<file path="src/tcb_config.svh">
`ifndef TCB_CONFIG_SVH
`define TCB_CONFIG_SVH

// bus geometry
// bytes per bus word, a power of two
`define TCB_BYTES 4

// byte address width
`define TCB_ADR_WIDTH 12

// memory sizing
// number of words in the array
`define TCB_MEM_DEPTH 256

// access timing
// wait states between accept and access, zero allowed
`define TCB_MEM_WAIT 2

`endif

</file>
<file path="src/tcb_bus_pkg.sv">
`include "tcb_config.svh"

package tcb_bus_pkg;

  ////////////////////////////////////////////////////////////////////////////
  // enumerations
  ////////////////////////////////////////////////////////////////////////////

  // log2 of transfer size in bytes
  typedef enum logic [1:0] {
    TCB_SIZ_BYTE = 2'd0,
    TCB_SIZ_HALF = 2'd1,
    TCB_SIZ_WORD = 2'd2
  } tcb_siz_t;

  // byte order of the transfer
  typedef enum logic {
    TCB_LITTLE = 1'b0,
    TCB_BIG    = 1'b1
  } tcb_ndn_t;

  ////////////////////////////////////////////////////////////////////////////
  // data and transfer types
  ////////////////////////////////////////////////////////////////////////////

  // data word, byte lanes or one flat word
  typedef union packed {
    logic [`TCB_BYTES-1:0][7:0] lane;
    logic [8*`TCB_BYTES-1:0]    word;
  } tcb_data_u;

  // log-size request, write data packed from byte 0
  typedef struct packed {
    logic                      wen;
    tcb_ndn_t                  ndn;
    tcb_siz_t                  siz;
    logic [`TCB_ADR_WIDTH-1:0] adr;
    tcb_data_u                 wdt;
  } tcb_req_t;

  // response, status is always ok
  typedef struct packed {
    tcb_data_u rdt;
  } tcb_rsp_t;

endpackage

</file>
<file path="src/tcb_mem_pkg.sv">
`include "tcb_config.svh"

package tcb_mem_pkg;

  // byte-enable request as seen by the memory side
  // wdt already placed on its byte lanes
  typedef struct packed {
    logic                      wen;
    logic [`TCB_BYTES-1:0]     ben;
    logic [`TCB_ADR_WIDTH-1:0] adr;
    tcb_bus_pkg::tcb_data_u    wdt;
  } tcb_ben_req_t;

  // controller sequence
  // idle accepts, wait runs the timer, access strobes the array
  typedef enum logic [1:0] {
    MEM_IDLE    = 2'd0,
    MEM_WAIT    = 2'd1,
    MEM_ACCESS  = 2'd2,
    MEM_RESPOND = 2'd3
  } tcb_mem_state_t;

endpackage

</file>
<file path="src/tcb_mem_ctrl.sv">
`timescale 1ns/1ps

module tcb_mem_ctrl
  import tcb_mem_pkg::*;
(
  input  logic         clk,
  input  logic         reset,
  // request from the converter
  input  tcb_ben_req_t req,
  input  logic         req_vld,
  output logic         req_rdy,
  // response handshake
  output logic         rsp_vld,
  input  logic         rsp_rdy,
  // wait timer
  output logic         tmr_start,
  input  logic         tmr_done,
  // array access
  output logic         mem_en,
  output tcb_ben_req_t mem_req
);

  tcb_mem_state_t state;
  tcb_mem_state_t state_nxt;
  tcb_ben_req_t   req_q;

  // accept only while idle
  assign req_rdy   = (state == MEM_IDLE);
  assign tmr_start = req_vld && req_rdy;

  always_comb begin
    state_nxt = state;
    unique case (state)
      MEM_IDLE:    if (tmr_start) state_nxt = MEM_WAIT;
      MEM_WAIT:    if (tmr_done)  state_nxt = MEM_ACCESS;
      // single access cycle
      MEM_ACCESS:  state_nxt = MEM_RESPOND;
      // hold until the manager takes it
      MEM_RESPOND: if (rsp_rdy)   state_nxt = MEM_IDLE;
      default:     state_nxt = MEM_IDLE;
    endcase
  end

  always_ff @(posedge clk) begin
    if (reset) begin
      state <= MEM_IDLE;
    end else begin
      state <= state_nxt;
    end
  end

  // request held for the whole transfer
  always_ff @(posedge clk) begin
    if (tmr_start) begin
      req_q <= req;
    end
  end

  assign mem_en  = (state == MEM_ACCESS);
  assign mem_req = req_q;
  assign rsp_vld = (state == MEM_RESPOND);

  // no second request is taken before the response is delivered
  a_one_in_flight: assert property (@(posedge clk) disable iff (reset)
    (req_vld && req_rdy) |=> (!req_rdy until_with (rsp_vld && rsp_rdy)))
    else $error("request accepted while a transfer is in flight");

endmodule

</file>
<file path="config.mk">
export PLATFORM = sky130hd
export DESIGN_NAME = tcb_mem_ctrl
export DESIGN_NICKNAME = d
export VERILOG_FILES = /design/src/tcb_bus_pkg.sv /design/src/tcb_mem_pkg.sv /design/src/tcb_mem_ctrl.sv
export VERILOG_INCLUDE_DIRS = /design/src /design/src/src
export SDC_FILE = /design/constraint.sdc
export NUM_CORES = 1
export LEC_CHECK = 0
export ABC_CLOCK_PERIOD_IN_PS = 2200
export BUFFER_PORTS_ARGS = -buffer_cell sky130_fd_sc_hd__buf_2
export CORE_ASPECT_RATIO = 0.7
export CORE_UTILIZATION = 37
export CTS_BUF_LIST = sky130_fd_sc_hd__clkbuf_16
export CTS_CLUSTER_SIZE = 12
export DETAILED_ROUTE_END_ITERATION = 10
export HOLD_SLACK_MARGIN = 0.08
export PLACE_DENSITY_LB_ADDON = 0.2
export SLEW_MARGIN = 20
export SYNTH_ARGS = -nofsm -noshare
export SYNTH_HDL_FRONTEND = slang
export SYNTH_SLANG_ARGS = --single-unit
</file>
<file path="constraint.sdc">
create_clock -name clk -period 2.2 [get_ports clk]
set_input_delay 0.33 -clock clk [delete_from_list [all_inputs] [get_ports clk]]
set_output_delay 0.33 -clock clk [all_outputs]
set_load 0.02 [all_outputs]
</file>
* After elaboration in Yosys (flattened, before gate mapping) *
Cells that the tools add are included.

storage, ports and cells
  flip-flop bits (word level) = 51
  bits in latches = 0
  bits in writable memories = 0
  ROM bits = 0
  input bits = 54
  word-level logic and storage cells = 18
  memories kept = 0

cells by class
  add/subtract/negate cells = 0
  multipliers = 0
  divide/modulo/power cells = 0
  magnitude comparators = 0
  equality and inequality tests = 6
  shifts and indexed selects = 0
  multiplexer cells = 4
  bitwise logic cells = 0
  reduce and logical (&&, ||, !) cells = 3

operators by type and width
  operator                                                                 count
  2-bit one-hot mux with 4 select lines                                    1
  2-bit 2-to-1 mux                                                         3
  2-bit == test, second input constant                                     2
  2-bit by 1-bit inequality test with 1-bit output, second input constant  2
  3-bit AND reduction                                                      1
  2-bit by 1-bit == test with 1-bit output, second input constant          1
  2-bit logical NOT                                                        1
  2-bit inequality test, second input constant                             1
  1-bit logical AND                                                        1

* Longest topological paths before layout *
  depth after elaboration = 4
  mapped depth = 5
  depth with buffers taken out = 5

* Worst setup path before layout *
No wires, ideal clock.

  path kind = register to register
  start point = reg state[0]
  end point = reg req_q, in the netlist mem_req[0] (enable)
  library setup time = 0.418 ns
  data arrival time = 2.045 ns
  slack = -0.263 ns
  cell stages (with the launch flop) = 4
  buffers on the path = 0
  clock period less this slack = 2.463 ns
  cell sequence = dfxtp_1 -> inv_1 -> ha_1 -> and2_1

on the way
  longest elaborated chain between the ends = 2

RTL lines
  item                      line                RTL
  start: declaration        tcb_mem_ctrl.sv:23  tcb_mem_state_t state;
  start signal: assignment  tcb_mem_ctrl.sv:48  state <= state_nxt;
  2-bit logical NOT         tcb_mem_ctrl.sv:28  assign req_rdy = (state == MEM_IDLE);
  named net req_rdy         tcb_mem_ctrl.sv:11  output logic req_rdy,
  1-bit logical AND         tcb_mem_ctrl.sv:29  assign tmr_start = req_vld && req_rdy;
  named net tmr_start       tcb_mem_ctrl.sv:16  output logic tmr_start,
  end signal: assignment    tcb_mem_ctrl.sv:55  req_q <= req;
  end: declaration          tcb_mem_ctrl.sv:25  tcb_ben_req_t req_q;

The timed path passes the listed nets, and every way through them passes these cells.
A chain may end at the register's enable or synchronous reset.

* Worst setup path after layout *
  start point = reg state[0]
  end point = out tmr_start

on the way
  longest elaborated chain between the ends = 2

RTL lines
  item               line
  2-bit logical NOT  tcb_mem_ctrl.sv:28
  1-bit logical AND  tcb_mem_ctrl.sv:29
  end: declaration   tcb_mem_ctrl.sv:16

No other way between the ends.

==> metrics.csv <==
metric;value;unit
startpoint types;flip-flop;
Mapped Area;1638;µm²
final setup TNS;0;ns
DR DRC count;0;
Synth Area in Adders;3.056;%
post-synthesis simple-gate area fraction;2.750;%
Starting Density;40.06;%
Final Max Tran Viols;0;
Setup Fix Bufs, Post-CTS;0;
vias in the first global route;1012;
post-synthesis compound-gate area fraction;0.6112;%
average size of a mapped cell;24.09;µm²
grt total ovfl;0;
ranking of synthesized cells by area;edfxtp_1 90%, ha_1 3.1%, dfxtp_1 2.4%;
CP Capture Type;output pin;
clock-pin slew on the worst setup and hold paths;0.06;ns
Port Buf Inserts;106;
WP data required;1.87;ns
reg-to-reg slack, setup;0.60;ns
overall fraction of global-route tracks in use;13.32;%
crit path DAT;1.37;ns
htree depth;2;
maxcap violations;0;
fin nets;241;
HPWL after DPL;2482;µm
clock buffer depth;2;
Storage cell area;1511;µm²
largest area contributor in the netlist;edfxtp_1;
Final Cycle Share;77.11;%
post-route ant nets;0;
main combinational cell family by area after synthesis;adder cells;
time the worst path needs with I/O delays and setup;1.696;ns
status;finished, final reports clean;
first-pass GRT wire length;4409;µm
die area;4701;µm²
row count;19;
vias per cell;4.277;
Leak;0.001054;µW
P&R area growth vs syn;45.53;%
clock sink total;51;
sequential-to-total area share from yosys stat;92.28;%
Multi-input gate area;116.4;µm²
most frequent cells in the layout;106 x buf_2, 49 x edfxtp_1, 5 x clkbuf_16;
TritonCTS Buffers;5;
Relative slew margins;70.87;%
RSZ-0062 raised after global routing;false;
largest net degree at the start of global routing;37;
antenna violations before repair;0;
via count;1005;
worst min path class;input pin to flip-flop;
I/O Pins;107;
final-layout fill cell count;332;
mux contribution to synthesized area;0.6112;%
later-pin clock latency in the skew report;0.28;ns
Synth cell types;11;
Mapped Cells;68;
post-route design area;2384;µm²
Starting DRT DRC Count;38;
Die Ht;57.67;µm
CP Class;flip-flop to output pin;
pwr/cell area;1243;nW/µm²
dpl cell area;2250;µm²
Inserted Diodes;0;
post-detailed-routing wire length;3126;µm
Fin Clk Skew;0.005339;ns
clock root buffer master;clkbuf_16;
routability cong.;0.6290;
core box area;4089;µm²
final setup violation count;0;
First-pass DRT Iterations;4;
yosys warns;0;
Max VDD drop;0.7434;mV
layout cells sized above 1;62.84;%
Seq cells post-synth;51;
CP Max Fanout;4;
Die X;81.52;µm
final hold viol count;0;
post-synth top area share;89.84;%
Tightest Pin Transition;0.4369;ns
Synth Net Count;126;
CTS tree;built;
Fmax;589.5;MHz
XOR/XNOR Fraction of Synth Area;0;%
post-CTS sizing;0;
WL per Instance;13.30;µm
hold buffer count at CTS;0;
commonest non-fill, non-tap cell in the layout;buf_2;
==> synthesized netlist by cell type, drive strengths merged <==
cell,number
and2,1
dfxtp,2
edfxtp,49
ha,4
inv,3
mux2i,1
nand2,2
nor2b,3
nor3,1
o211a,1
or4,1
==> critical path: stages, from the launching register on <==
cell and delay (ns):
dfxtp_1 0.38, inv_1 0.09, ha_1 0.24, and2_2 0.21, buf_2 0.17
==> state kept, by name, summed over array words and instances, names as in the netlist <==
signal	cells
mem_req	49
state	2
==> routing by layer <==
| metal | GRT usage [%] | part of all wire [%] | vias to the layer above |
|---|---|---|---|
| li1 | - | - | 487 |
| met5 | 0 | 0 | - |
| met1 | 14.58 | 39 | 447 |
| met2 | 22.74 | 47 | 71 |
| met4 | 3.827 | 0 | 0 |
| met3 | 6.772 | 14 | 0 |
==> cell type report <==
class | count | share of cell area, %
clock inverters | 2 | 0.3675
flip-flops and latches | 51 | 63.41
inverters | 3 | 0.4724
clock buffers | 5 | 5.249
multi-input cells | 14 | 4.882
well taps | 52 | 2.730
repair buffers | 108 | 22.89
==> where the power goes <==
group | leakage [µW] | switching (µW) | internal (µW)
Combinational | 0.000504 | 576 | 262
Clock | 0.0000671 | 283 | 408
Sequential | 0.000483 | 62.4 | 1370
Total | 0.00105 | 922 | 2040
==> cell families (layout without fill, tap and decap cells) <==
logic type / count (synthesis) / after routing
AOI/OAI and AO/OA: 1 / 1
adders and majority gates: 4 / 4
buffers and inverters: 3 / 118
DFF: 51 / 51
muxes: 1 / 1
and+or+nand+nor: 8 / 8
==> stage by stage <==
| step | worst slack, ns | utilization (%) | hold WS [ns] | instances | total power (µW) |
|---|---|---|---|---|---|
| global route | 0.4455 | 58.29 | 0.2092 | 235 | 3107 |
| floorplan | 0.3162 | - | 0.4289 | 68 | 1974 |
| detailed placement | 0.5946 | 55.02 | 0.5031 | 228 | 2308 |
| global placement | 0.7140 | 55.02 | 0.4766 | 228 | 2263 |
| CTS | 0.4924 | 58.29 | 0.2179 | 235 | 3001 |
| finish | 0.5036 | 58.29 | 0.2238 | 235 | 2962 |
==> final timing paths <==
path         cells after the start      from           to
max                              4  state[0]    tmr_start
min                              1   req[11]  mem_req[11]
max reg2reg                      4  state[0]  mem_req[10]
min reg2reg                      2  state[1]     state[1]
No activity file was read; power rests on OpenSTA's default activity.
