<file path="src/tcb_config.svh">
`ifndef TCB_CONFIG_SVH
`define TCB_CONFIG_SVH

// bus geometry
// bytes per bus word, a power of two
`define TCB_BYTES 4

// byte address width
`define TCB_ADR_WIDTH 12

// memory sizing
// number of words in the array
`define TCB_MEM_DEPTH 256

// access timing
// wait states between accept and access, zero allowed
`define TCB_MEM_WAIT 2

`endif

</file>
<file path="src/tcb_bus_pkg.sv">
`include "tcb_config.svh"

package tcb_bus_pkg;

  ////////////////////////////////////////////////////////////////////////////
  // enumerations
  ////////////////////////////////////////////////////////////////////////////

  // log2 of transfer size in bytes
  typedef enum logic [1:0] {
    TCB_SIZ_BYTE = 2'd0,
    TCB_SIZ_HALF = 2'd1,
    TCB_SIZ_WORD = 2'd2
  } tcb_siz_t;

  // byte order of the transfer
  typedef enum logic {
    TCB_LITTLE = 1'b0,
    TCB_BIG    = 1'b1
  } tcb_ndn_t;

  ////////////////////////////////////////////////////////////////////////////
  // data and transfer types
  ////////////////////////////////////////////////////////////////////////////

  // data word, byte lanes or one flat word
  typedef union packed {
    logic [`TCB_BYTES-1:0][7:0] lane;
    logic [8*`TCB_BYTES-1:0]    word;
  } tcb_data_u;

  // log-size request, write data packed from byte 0
  typedef struct packed {
    logic                      wen;
    tcb_ndn_t                  ndn;
    tcb_siz_t                  siz;
    logic [`TCB_ADR_WIDTH-1:0] adr;
    tcb_data_u                 wdt;
  } tcb_req_t;

  // response, status is always ok
  typedef struct packed {
    tcb_data_u rdt;
  } tcb_rsp_t;

endpackage

</file>
<file path="src/tcb_mem_pkg.sv">
`include "tcb_config.svh"

package tcb_mem_pkg;

  // byte-enable request as seen by the memory side
  // wdt already placed on its byte lanes
  typedef struct packed {
    logic                      wen;
    logic [`TCB_BYTES-1:0]     ben;
    logic [`TCB_ADR_WIDTH-1:0] adr;
    tcb_bus_pkg::tcb_data_u    wdt;
  } tcb_ben_req_t;

  // controller sequence
  // idle accepts, wait runs the timer, access strobes the array
  typedef enum logic [1:0] {
    MEM_IDLE    = 2'd0,
    MEM_WAIT    = 2'd1,
    MEM_ACCESS  = 2'd2,
    MEM_RESPOND = 2'd3
  } tcb_mem_state_t;

endpackage

</file>
<file path="src/tcb_logsize2byteena.sv">
`timescale 1ns/1ps
`include "tcb_config.svh"

module tcb_logsize2byteena
  import tcb_bus_pkg::*;
  import tcb_mem_pkg::*;
(
  input  logic         clk,
  input  logic         reset,
  // log-size side, manager connects here
  input  tcb_req_t     sub_req,
  input  logic         sub_vld,
  output logic         sub_rdy,
  output tcb_rsp_t     sub_rsp,
  // byte-enable side, memory controller connects here
  output tcb_ben_req_t man_req,
  output logic         man_vld,
  input  logic         man_rdy,
  input  tcb_data_u    man_rdt
);

  // offset bits within a bus word
  localparam int unsigned OFF_W = $clog2(`TCB_BYTES);

  logic [OFF_W-1:0] req_off;
  logic [OFF_W-1:0] rsp_off;
  tcb_siz_t         rsp_siz;
  tcb_ndn_t         rsp_ndn;

  // source lane for byte i, wraps modulo bus width
  // little endian, write subtracts the offset and read adds it
  // big endian mirrors inside the transfer, same on both paths
  function automatic logic [OFF_W-1:0] src_lane(
    input int unsigned      i,
    input logic [OFF_W-1:0] off,
    input tcb_siz_t         siz,
    input tcb_ndn_t         ndn,
    input logic             rd
  );
    logic [OFF_W-1:0] top;
    top = OFF_W'((1 << siz) - 1);
    if (ndn == TCB_BIG) begin
      return top - OFF_W'(i) + off;
    end else if (rd) begin
      return OFF_W'(i) + off;
    end else begin
      return OFF_W'(i) - off;
    end
  endfunction

  ////////////////////////////////////////////////////////////////////////////
  // request path, no delay
  ////////////////////////////////////////////////////////////////////////////

  assign man_vld = sub_vld;
  assign req_off = sub_req.adr[OFF_W-1:0];

  always_comb begin
    man_req.wen = sub_req.wen;
    man_req.adr = sub_req.adr;
    for (int unsigned i = 0; i < `TCB_BYTES; i++) begin
      // lane enabled when its distance from offset, modulo the bus, fits the size
      man_req.ben[i] = int'(OFF_W'(OFF_W'(i) - req_off)) < (1 << sub_req.siz);
      man_req.wdt.lane[i] = sub_req.wdt.lane[src_lane(i, req_off, sub_req.siz,
                                                      sub_req.ndn, 1'b0)];
    end
  end

  ////////////////////////////////////////////////////////////////////////////
  // response sideband
  ////////////////////////////////////////////////////////////////////////////

  // one transfer in flight, so one register set is enough
  always_ff @(posedge clk) begin
    if (reset) begin
      rsp_off <= '0;
      rsp_siz <= TCB_SIZ_BYTE;
      rsp_ndn <= TCB_LITTLE;
    end else if (sub_vld && sub_rdy) begin
      rsp_off <= req_off;
      rsp_siz <= sub_req.siz;
      rsp_ndn <= sub_req.ndn;
    end
  end

  // repack read bytes toward byte 0, lanes past the size read as zero
  always_comb begin
    for (int unsigned i = 0; i < `TCB_BYTES; i++) begin
      if (i < (1 << rsp_siz)) begin
        sub_rsp.rdt.lane[i] = man_rdt.lane[src_lane(i, rsp_off, rsp_siz, rsp_ndn, 1'b1)];
      end else begin
        sub_rsp.rdt.lane[i] = 8'h00;
      end
    end
  end

  // ready comes straight from the controller
  assign sub_rdy = man_rdy;

  // reserved size code would enable more bytes than the bus carries
  a_siz_fits_bus: assert property (@(posedge clk) disable iff (reset)
    (sub_vld && sub_rdy) |-> ((1 << sub_req.siz) <= `TCB_BYTES))
    else $error("accepted request size exceeds bus width");

endmodule

</file>
<file path="config.mk">
export PLATFORM = sky130hd
export DESIGN_NAME = tcb_logsize2byteena
export DESIGN_NICKNAME = d
export VERILOG_FILES = /design/src/tcb_bus_pkg.sv /design/src/tcb_mem_pkg.sv /design/src/tcb_logsize2byteena.sv
export VERILOG_INCLUDE_DIRS = /design/src /design/src/src
export SDC_FILE = /design/constraint.sdc
export NUM_CORES = 1
export LEC_CHECK = 0
export ABC_AREA = 1
export BUFFER_PORTS_ARGS = -buffer_cell sky130_fd_sc_hd__buf_2
export CORE_ASPECT_RATIO = 1.1
export CORE_MARGIN = 2
export CORE_UTILIZATION = 48
export DETAILED_ROUTE_END_ITERATION = 6
export PLACE_DENSITY_LB_ADDON = 0.1
export SYNTH_ARGS = -nofsm -noshare
export SYNTH_HDL_FRONTEND = slang
export SYNTH_SLANG_ARGS = --single-unit
</file>
<file path="constraint.sdc">
create_clock -name clk -period 4.7 [get_ports clk]
set_clock_uncertainty 0.05 [all_clocks]
set_input_delay 0.705 -clock clk [delete_from_list [all_inputs] [get_ports clk]]
set_output_delay 0.705 -clock clk [all_outputs]
set_load 0.05 [all_outputs]
</file>
# After elaboration in Yosys (flattened, before gate mapping)
# Index checks and enable logic that the tools add are counted.
# Widths: inputs -> output; s select.
[totals]
regBits = 5
in_bits = 84
out_inout_bits = 83
elab_cells = 77
[op_classes]
add_sub_neg = 23
n_lt_le_gt_ge = 16
shift = 2
n_mux = 32
reduce_logical = 1
[ops]
columns = ["cell", "count"]
rows = [
  ["$bmux 8 s2", 8],
  ["$lt 3x32->1", 4],
  ["$mux 8", 12],
  ["$lt 1x32->1 const A", 2],
  ["$lt 2x32->1 const A", 2],
  ["$shl 1x2->32 const A", 2],
  ["$lt 2x3->1 const B", 8],
  ["$mux 2", 12],
  ["$add 2x2->2", 8],
  ["$sub 2x2->2 const B", 6],
  ["$add 2x2->2 const A", 2],
  ["$sub 1x2->2 const A", 2],
  ["$sub 2x1->2 const B", 2],
  ["$sub 2x2->2 const A", 2],
  ["$add 1x2->2 const A", 1],
  ["$logic_and 1x1->1", 1],
]

# Longest topological paths before layout
[logic_depth]
depth_word = 9
depth_mapped = 11
mapped_depth_nobuf = 11

# Worst setup path before layout
# OpenSTA, ideal clock, no wires.
[synth_path]
path_type = "register to output"
startpoint = "reg rsp_siz[0]"
endpoint = "out sub_rsp[0] (netlist bit)"
arrival_time_ns = 2.364
setup_slack_ns = 1.581
stages_incl_launch_ff = 11
path_buffers = 0
path_cell_list = "dfxtp_1 > nor2_1 > clkinv_1 > ha_1 > inv_1 > nand2_1 > nand3_1 > nand3_2 > nand2_1 > nor2_1 > nor2_1"
[synth_lines]
columns = ["element", "line_no", "rtl"]
rows = [
  ["start, declared", "tcb_logsize2byteena.sv:27", "tcb_siz_t rsp_siz;"],
  ["start signal, assigned", "tcb_logsize2byteena.sv:81", "rsp_siz <= sub_req.siz;"],
  ["end, declared", "tcb_logsize2byteena.sv:14", "output tcb_rsp_t sub_rsp,"],
]

==> metrics.cfg <==
[status]
outcome=finished clean

[cts]
cts_max_level=1
post_cts_buffers=0
clk_latency_ns=0.22
cts_resized=0
clk_transition_reported_paths_ns=0.03
cts_tree=built
clock_path_buffers=2
cts_buffers=3
cts-root-buf=clkbuf_8
hold_buffers=0
cts.sinks=5

[timing]
rsz0062_at_grt=no
finalHoldViolCount=0
min_period_over_period_pct=77.3
timing.hold.ws_ns=0.438
fmax_ghz=0.275
setup_slack_ns=1.07
setup-violations-final=0
max-slew-margin-rel_pct=38.2
min_period_ns=3.63
fin_setup_tns_ns=0
tightest_slew_ns=0.925
slew_violations=0

[logic_synthesis]
yosysWarningCount=0
synth.avg_cell_area_um2=4.69
syn_inst=559
synth_top_area_share_pct=34.9
synthTopCellsByArea=nand2_1, nor2_1, nand3_1, inv_1, buf_4
synth_largest_area_cell=nand2_1
synth_seq_cells=5
synth_fp_nets=652
yosysSeqAreaShare_pct=3.81
syn_area_um2=2620
synthDistinctLibCells=24

[setup_path]
crit_path_start_kind=register
worst-path-max-fanout=12
path_buf_inv=3
required_ns=3.94
arrival_ns=2.88
path_class=reg2out
cp_slowest_cell=ha_1
path_delay_family=simple AND/OR/NAND/NOR gates
timing.critical_path.mode_cell=nor2_1
critPathCaptureType=output pin
crit_chain=nor2_1 -> clkinv_1 -> ha_1 -> inv_1 -> nand2_1 -> nand3_1 -> nand3_2 -> nand2_1 -> nor2_1 -> nor2_1 -> buf_2
cp_slowest_stage_delay_ns=0.42

[finish]
nFillCells=592
seq_area_um2=100
layout_commonest_cell=nand2_1
nNetsFinal=768
multi_input_area_um2=2030
drive_gt1_share_pct=26.1
antenna_cells=0
finalInstanceArea_um2=3240
area_delta_synth_final_pct=23.4
layout_common_cells=nand2_1, buf_2, nor2_1

[flow_run]
cap_viol_max_count=0

[routing]
wl_met2_um=3950
drt_wl_total_um=8170
wl_met1_um=3520
wl_met3_um=640
avgRoutedWirePerCell_um=10.9
highest_layer=met4
ant_nets=0
first_pass_iters=5
vias_per_cell=4.87
drtIter0Drc=130
vias=3649
drc_errors=0

[place]
dpl_worst_slack_ns=1.22
hpwlAfterDp_um=6640
portBuffers=144
gp_congestion=0.908
placed_area_um2=3190

[floorplan]
dieHeight_um=81.5
coreArea_um2=5330
die_x_um=74.5
die-area_um2=6070
io_pins=167
fp-row-count=28
initial_core_util_pct=49.3

[global_route]
grt_antenna_before_repair=0
grt_max_degree=36
grt_usage_pct=25.0
grt_pass1_vias=2974
grt_pass1_wl_um=12500
grt_overflow=0

[pwr]
peakVddDrop_uv=246
power_density_nw_per_um2=281
p_leak_nw=2.10

[min_path]
hold_path_class=reg2reg

-- worst register-to-register path, stage by stage (launching register included) --
cell and delay [ns]:
dfxtp_1 0.54, inv_1 0.10, a211oi_1 0.27
-- cell usage after synthesis --
library cell and number:
dfxtp_1 5, o21ai_0 17, buf_2 7, buf_6 5, ha_1 9, clkbuf_1 1
or2_2 1, nand3_1 43, nand3_2 4, nand2_2 4, inv_2 6, xor2_1 1
a21oi_2 10, nand2_4 1, inv_4 1, a211oi_1 5, o21ai_1 18, nand2_1 244
nor2_1 91, inv_1 56, buf_4 21, a21oi_1 7, clkinv_1 1, o21ai_4 1
-- through the flow --
stage	utilization, %	power (mW)	instances
after global routing	60.8	0.981	749
final	60.8	0.912	749
after global placement	60.0	0.818	745
after detailed placement	60.0	0.826	745
after CTS	60.8	0.912	749
after floorplan	-	0.693	559
-- layer usage --
metal	global-route usage [%]	vias to the layer above
met5	0	-
met4	4.11	0
met3	4.91	10
met2	45.3	142
met1	30.8	1564
li1	-	1933
-- state kept, by name, summed over array words and instances, names as in the netlist --
signal,count
rsp_siz,2
rsp_off,2
rsp_ndn,1
-- final timing paths --
| path | from | end | slack [ns] | depth (start not counted) |
|---|---|---|---|---|
| worst max-delay path | rsp_siz[1] | sub_rsp[20] | 1.07 | 11 |
| worst min-delay path | rsp_siz[0] | rsp_siz[0] | 0.44 | 2 |
| worst max register to register | rsp_siz[1] | rsp_siz[1] | 3.64 | 2 |
| worst min register to register | rsp_siz[0] | rsp_siz[0] | 0.44 | 2 |
-- power breakdown --
part           internal, mW  total [mW]  switching (mW)
Clock                0.0584      0.0821          0.0237
Sequential           0.0456      0.0510         0.00534
Combinational         0.187       0.778           0.592
Total                 0.291       0.912           0.621
-- cells by family after synthesis --
logic type,after synthesis,share of synthesized area [%]
buf+inv,98,18.9
fa+ha+maj,9,4.29
compound gates,58,13.4
flops,5,3.82
simple gates,388,59.3
xor+xnor,1,0.334
-- area by class of cell --
type	instances	area share (%)
well taps	75	2.90
clock buffers	4	1.39
repair buffers	145	22.5
multi-input cells	456	62.6
inverters	64	7.50
flip-flops and latches	5	3.09
Note: power is estimated with default switching activity, not from simulation.
